File: config.mk
export PLATFORM = sky130hd
export DESIGN_NAME = link_monitor
export DESIGN_NICKNAME = d
export VERILOG_FILES = /design/src/source/loop_pkg.sv /design/src/source/link_monitor.sv
export SDC_FILE = /design/constraint.sdc
export NUM_CORES = 1
export LEC_CHECK = 0
export ABC_AREA = 1
export BUFFER_PORTS_ARGS = -buffer_cell sky130_fd_sc_hd__buf_2
export CAP_MARGIN = 20
export CORE_AREA = 8 8 45 47
export DETAILED_ROUTE_END_ITERATION = 10
export DIE_AREA = 0 0 53 55
export SLEW_MARGIN = 30
export SYNTH_ARGS = -nofsm -noshare
export SYNTH_HDL_FRONTEND = slang
export SYNTH_SLANG_ARGS = --single-unit
File: constraint.sdc
create_clock -name clk_125mhz -period 1.5 [get_ports clk_125mhz]
set_input_delay 0.225 -clock clk_125mhz [delete_from_list [all_inputs] [get_ports clk_125mhz]]
set_output_delay 0.225 -clock clk_125mhz [all_outputs]
set_load 0.005 [all_outputs]
File: src/source/loop_pkg.sv
// Loop core package with sizing constants, counter types and shared enums
package loop_pkg;

    // Channel and beat sizing
    localparam int CH_COUNT = 2;
    localparam int DATA_W = 64;
    localparam int KEEP_W = 8;

    // Frame FIFO sizing, pointers carry one wrap bit
    localparam int FIFO_DEPTH = 64;
    localparam int ADDR_W = $clog2(FIFO_DEPTH);
    localparam int PTR_W = ADDR_W + 1;
    localparam int MAX_FRAME_BEATS = 24;
    localparam int LEN_W = $clog2(MAX_FRAME_BEATS + 1);

    // Link monitor timing in clock cycles
    localparam int LINK_UP_CYCLES = 16;
    localparam int ACT_HOLD_CYCLES = 32;
    localparam int LOCK_W = $clog2(LINK_UP_CYCLES + 1);
    localparam int ACT_W = $clog2(ACT_HOLD_CYCLES + 1);

    typedef logic [PTR_W-1:0] ptr_t;
    typedef logic [LEN_W-1:0] len_t;
    typedef logic [LOCK_W-1:0] lock_cnt_t;
    typedef logic [ACT_W-1:0] act_cnt_t;

    // Frame writer FSM
    typedef enum logic [1:0] {WR_IDLE, WR_FRAME, WR_DROP} wr_state_t;

    // Result of one received frame
    typedef enum logic [1:0] {
        FRAME_GOOD,
        FRAME_BAD,
        FRAME_OVERSIZE,
        FRAME_OVERFLOW
    } frame_status_t;

endpackage
File: src/source/link_monitor.sv
// Per-channel link monitor, debounces block lock into a link LED and stretches good frames
`timescale 1ns/1ps

module link_monitor (
    input  logic                    clk_125mhz,
    input  logic                    rst_n,

    // PCS block lock
    input  logic                    rx_block_lock,

    // Frame results from the FIFO
    input  logic                    frame_status_valid,
    input  loop_pkg::frame_status_t frame_status,

    // Bit 0 link, bit 1 activity
    output logic [1:0]              led
);

    loop_pkg::lock_cnt_t lock_cnt;
    loop_pkg::act_cnt_t  act_cnt;
    logic                good_frame;

    assign good_frame = frame_status_valid && (frame_status == loop_pkg::FRAME_GOOD);

    // Consecutive lock cycles, saturating at the threshold
    always_ff @(posedge clk_125mhz) begin
        if (!rst_n) begin
            lock_cnt <= '0;
        end else if (!rx_block_lock) begin
            lock_cnt <= '0;
        end else if (lock_cnt != loop_pkg::lock_cnt_t'(loop_pkg::LINK_UP_CYCLES)) begin
            lock_cnt <= lock_cnt + 1'b1;
        end
    end

    // Activity hold, restarted by every good frame
    always_ff @(posedge clk_125mhz) begin
        if (!rst_n) begin
            act_cnt <= '0;
        end else if (good_frame) begin
            act_cnt <= loop_pkg::act_cnt_t'(loop_pkg::ACT_HOLD_CYCLES);
        end else if (act_cnt != '0) begin
            act_cnt <= act_cnt - 1'b1;
        end
    end

    // Link stays down until lock has held for the full window
    assign led[0] = (lock_cnt == loop_pkg::lock_cnt_t'(loop_pkg::LINK_UP_CYCLES));
    assign led[1] = (act_cnt != '0);

endmodule

==> metrics.txt, run 1 <==
WP data arrival=1190 ps; R2R Path Start=lock_cnt[1]; global-route wire length before repair=roughly 1800 um; Diodes inserted=0; initial DRC count=2; power per cell area=1540 nW/um^2; routed metal-1 wirelength=around 440 um; Top Ports=8; post-synthesis cell count=67; Hold WS=206 ps; Post-Synthesis Cell Area=between 500 and 600 um^2; Clk pin slew, worst setup/hold paths=roughly 70 ps; layout cell share with drive strength beyond 1=27.8%; Antenna Violating Nets Remaining=0; First-pass DRT Iterations=4; GRT overflow=0; Tcrit/Tclk final=94.0%; CP max stage delay=approximately 330 ps; Max FO, Critical Path=4; CTS buffer count=3; Hold-fix buffers, CTS=0; Mapped Avg Cell Area=8.20 um^2; Root Buffer=clkbuf_4; DR DRC count=0; Via Count=around 450; Placed Instances=90; Die ar.=between 2000 and 3000 um^2; cell family with most CP delay=flip-flops; Final Setup Violations=0; metal2 WL=approximately 400 um; status=finished clean; Reg2Reg Depth=7; Peak supply drop=about 0.84 mV; final cell count without fillers=95; Yosys cell types=21; Slew headroom=87.8%; #FFs+latches synth=11; reg2reg end=lock_cnt[1]; buffer depth of the longest clock path=2; clock skew=approximately 1.3 ps; num rows=14; Slew @ Worst Pin=182 ps; post-layout minimum cycle time=1410 ps; Die W=53 um; Final HPWL DP=between 700 and 800 um; DRT Wirelength=893 um; P_leak=0.282 nW; WP data required=approximately 1300 ps; yosys warns=0; CTS tree=yes; Slew Limit Fails=0; NumNets Final=90; routed wl met3=38 um; sequential share of the synthesized area=40.1%; WP buf/inv=3; largest net degree at the start of global routing=8; cell breakdown of the critical path=inv_1, ha_1, nand4_4, inv_2, buf_2; r2r setup slk=around 320 ps; Setup Crit Path Kind=reg2out; vias per cell=4.76; Routability Congestion=0.732; Area Overhead vs Synth=19.8%; GRT Util Overall=8.11%; Post-Synthesis Net Count=77; WP depth=5; uppermost layer routed=met4; RSZ-0062 raised after global routing=no; initial antenna violation count=0; Worst Setup End Kind=primary output; port bufs=7; Hold Violations, Final=0; slowest CP cell=dfxtp_1; critical path startpoint=lock_cnt[1]; core area=roughly 1400 um^2; vias in the first global route=462; Clock Sinks=11; Hold Crit Start=rst_n; hold depth=3; max-cap violations=0; Die Ht=55 um; later-pin clock latency in the skew report=260 ps; crit start category=flop; filler cell count=about 130; H-Tree Depth=1; Worst Hold Path EP=act_cnt[5]; Highest Clock Rate=709 MHz; Fin Setup TNS=0 ps; WL per Instance=roughly 9.4 um; initial core utilization=39.7%; Hold Path Class=in2reg
## report_power, final
group	internal (W)	switching, W
combinational	0.000185	0.000222
sequential	0.000352	0.0000553
clock	0.000103	0.0000956
total	0.000639	0.000373
## layout make-up
type	count	area (um^2)	area share (%)
multi-input cells	46	310	47.1
flip-flops and latches	11	221	33.7
repair buffers	8	42.5	6.46
inverters	10	37.5	5.70
clock buffers	4	26.3	3.99
well taps	16	20.0	3.04
## how the worst max path moves through the flow
| stage | end | slack (ps) |
|---|---|---|
| after global placement | led[0] | 300 |
| after detailed placement | led[0] | 300 |
| after CTS | led[0] | 5 |
| after global routing | led[0] | 3 |
| after floorplan | lock_cnt[1] | 440 |
| final | led[0] | 90 |
## cells by family after synthesis
logic type | count (synthesis) | share of synthesized area (%)
AOI/OAI and AO/OA | 13 | 14.8
and+or+nand+nor | 26 | 24.4
xor gates and xnor gates | 3 | 4.78
buffers and inverters | 10 | 6.83
adders and majority gates | 4 | 9.11
DFF | 11 | 40.1
## placed cells by master (no fill, tap or decap), types with 3 or more instances in the layout
| master | synthesis | final |
|---|---|---|
| a21oi_1 | 6 | 6 |
| nor2_1 | 7 | 7 |
| ha_1 | 4 | 3 |
| nand2_1 | 8 | 8 |
| buf_2 | 0 | 7 |
| nand3_1 | 3 | 3 |
| dfxtp_1 | 11 | 10 |
| inv_1 | 10 | 8 |
| clkbuf_4 | 0 | 3 |
## state kept, by name, indices dropped and copies added, names as in the netlist
signal    cells
act_cnt       6
lock_cnt      5
## tightest hold or removal path, stage by stage
cell     delay (ps)
buf_2           120
inv_1            50
a21oi_1          30
## synthesized netlist by cell type
cell | n | area (um^2)
a211oi_2 | 1 | 12.5
a21oi_1 | 6 | 30.0
a21oi_2 | 1 | 8.76
dfxtp_1 | 11 | 220
ha_1 | 4 | 50.1
inv_1 | 10 | 37.5
nand2_1 | 8 | 30.0
nand3_1 | 3 | 15.0
nand3_2 | 2 | 20.0
nand4_1 | 1 | 6.26
nand4_2 | 1 | 12.5
nor2_1 | 7 | 26.3
nor2_2 | 2 | 12.5
nor3_1 | 1 | 5.00
o211ai_1 | 1 | 7.51
o21ai_0 | 2 | 10.0
o21ai_1 | 1 | 5.00
o21bai_1 | 1 | 7.51
or2_0 | 1 | 6.26
xnor2_1 | 2 | 17.5
xor2_1 | 1 | 8.76
## per-layer routing
layer,vias to the layer above,global-route usage [%]
met5,-,0
met4,0,5.17
met3,2,2.94
met2,6,12.3
met1,198,9.51
li1,246,-
## timing repair
action                     in CTS  in global routing
resized for setup               0                  6
hold endpoints to repair        0                  0
setup buffers                   0                  1
setup endpoints to repair       0                  2
## per-stage QoR
step,utilization [%],total power [W],area [um^2],setup WS (ps)
after global routing,47.6,0.00111,658,3.30
after floorplan,-,0.000717,549,445
after global placement,43.7,0.000785,604,301
final,47.6,0.00101,658,90.0
after CTS,45.6,0.000995,631,4.88
after detailed placement,43.7,0.000791,604,303
Note: power is estimated with default switching activity, not from simulation.
==> inputs of run 2 (changes only) <==
- CTS_BUF_LIST: unset -> sky130_fd_sc_hd__clkbuf_2
==> metrics.txt, run 2 (synthesis results as in run 1) <==
status=finished clean; Top Ports=8; Hold Path Class=in2reg; P_leak=0.283 nW; Hold WS=about 210 ps; largest net degree at the start of global routing=8; Clock Sinks=11; global-route wire length before repair=~1800 um; Routability Congestion=approximately 0.73; GRT overflow=0; crit start category=flop; buffer depth of the longest clock path=2; initial antenna violation count=0; Regs by FF count=act_cnt: 6 flops, lock_cnt: 5 flops; WP data arrival=1190 ps; post-layout minimum cycle time=1410 ps; worst setup margin=87.3 ps; later-pin clock latency in the skew report=250 ps; WL per Instance=9.59 um; Worst Setup End Kind=primary output; Die W=about 53 um; Reg with most FFs=act_cnt; num rows=14; layout cell share with drive strength beyond 1=30.4%; Hold Crit Start=rst_n; initial core utilization=39.7%; Die Ht=around 55 um; Slew headroom=85.4%; max-cap violations=0; Die ar.=2920 um^2; number of flip-flops under the largest register name=6; Final HPWL DP=716 um; Hold-fix buffers, CTS=0; Max FO, Critical Path=4; cell breakdown of the critical path=inv_1, ha_2, nand4_4, inv_2, buf_2; Hold Violations, Final=0; Via Count=451; GRT Util Overall=8.17%; R2R Path Start=lock_cnt[1]; Tcrit/Tclk final=a little over nine tenths; cell family with most CP delay=flip-flops; Peak supply drop=0.794 mV; critical path startpoint=lock_cnt[1]; CP max stage delay=340 ps; First-pass DRT Iterations=4; H-Tree Depth=1; commonest non-fill, non-tap cell in the layout=dfxtp_1; WP buf/inv=3; Final Setup Violations=0; WP data required=1270 ps; Antenna Violating Nets Remaining=0; Clk pin slew, worst setup/hold paths=~110 ps; vias in the first global route=464; Diodes inserted=0; slowest CP cell=dfxtp_1; Highest Clock Rate=708 MHz; core area=between 1000 and 1500 um^2; fin util=47.3%; CTS buffer count=3; port bufs=7; vias per cell=roughly 4.7; hold depth=3; DR DRC count=0; initial DRC count=9; DRT Wirelength=911 um; Slew Limit Fails=0; filler cell count=133; Slew @ Worst Pin=219 ps; NumNets Final=90; clock skew=~6.0 ps; Reg2Reg Depth=7; Area Overhead vs Synth=19.1%; CTS tree=yes; Root Buffer=clkbuf_2; power per cell area=1500 nW/um^2; total design power=0.000985 W; Setup WS pre-CTS=303 ps; WP depth=5; Setup Crit Path Kind=reg2out; most frequent cells in the layout=dfxtp_1 (10), inv_1 (8), nand2_1 (8)
## run 2: cell counts in the layout (fill, tap and decap cells not counted)
No cell type changed its count.
## run 2: routing by layer
metal	vias to the layer above	part of all wire, %	GRT usage, %
met5	-	0	0
met4	0	1.4	5.17
met1	196	51	9.51
met3	2	3.7	2.94
met2	8	43	12.5
li1	245	-	-
## run 2: layout make-up
type	count	area (um^2)	area share, %
Inverter	10	37.5	5.74
Tap cell	16	20.0	3.06
Timing Repair Buffer	8	42.5	6.50
Clock buffer	4	20.0	3.06
Multi-Input combinational cell	46	313	47.8
Sequential cell	11	221	33.8
## run 2: per-stage QoR
step | area [um^2] | setup TNS, ps | std cells
global route | 654 | -1.16 | 95
CTS | 626 | 0 | 94
detailed placement | 604 | 0 | 90
global placement | 604 | 0 | 90
finish | 654 | 0 | 95
floorplan | 549 | 0 | 67
## run 2: report_power, final
part           internal (W)  leakage, nW  total, W  switching [W]
Combinational      0.000186        0.176  0.000412       0.000226
Sequential         0.000351       0.0906  0.000405      0.0000538
Clock             0.0000708       0.0166  0.000168      0.0000971
Total              0.000608        0.283  0.000985       0.000377
## run 2: final timing paths
| kind | slack [ps] | to |
|---|---|---|
| worst min-delay path | 210 | act_cnt[5] |
| worst max register to register | 340 | lock_cnt[1] |
| worst min register to register | 460 | lock_cnt[0] |
| worst max-delay path | 90 | led[0] |
## run 2: worst reg2reg max path, cell delays in order, from the launching register on
cell     delay, ps
dfxtp_1        370
inv_1           60
ha_2           180
nand4_4        110
inv_2           50
buf_4          130
o21ai_1        110
a21oi_1         40
## run 2: what timing repair did
item	in CTS	in global routing
gates cloned	0	0
setup buffers	0	1
setup endpoints to repair	1	2
gates resized for setup	1	6
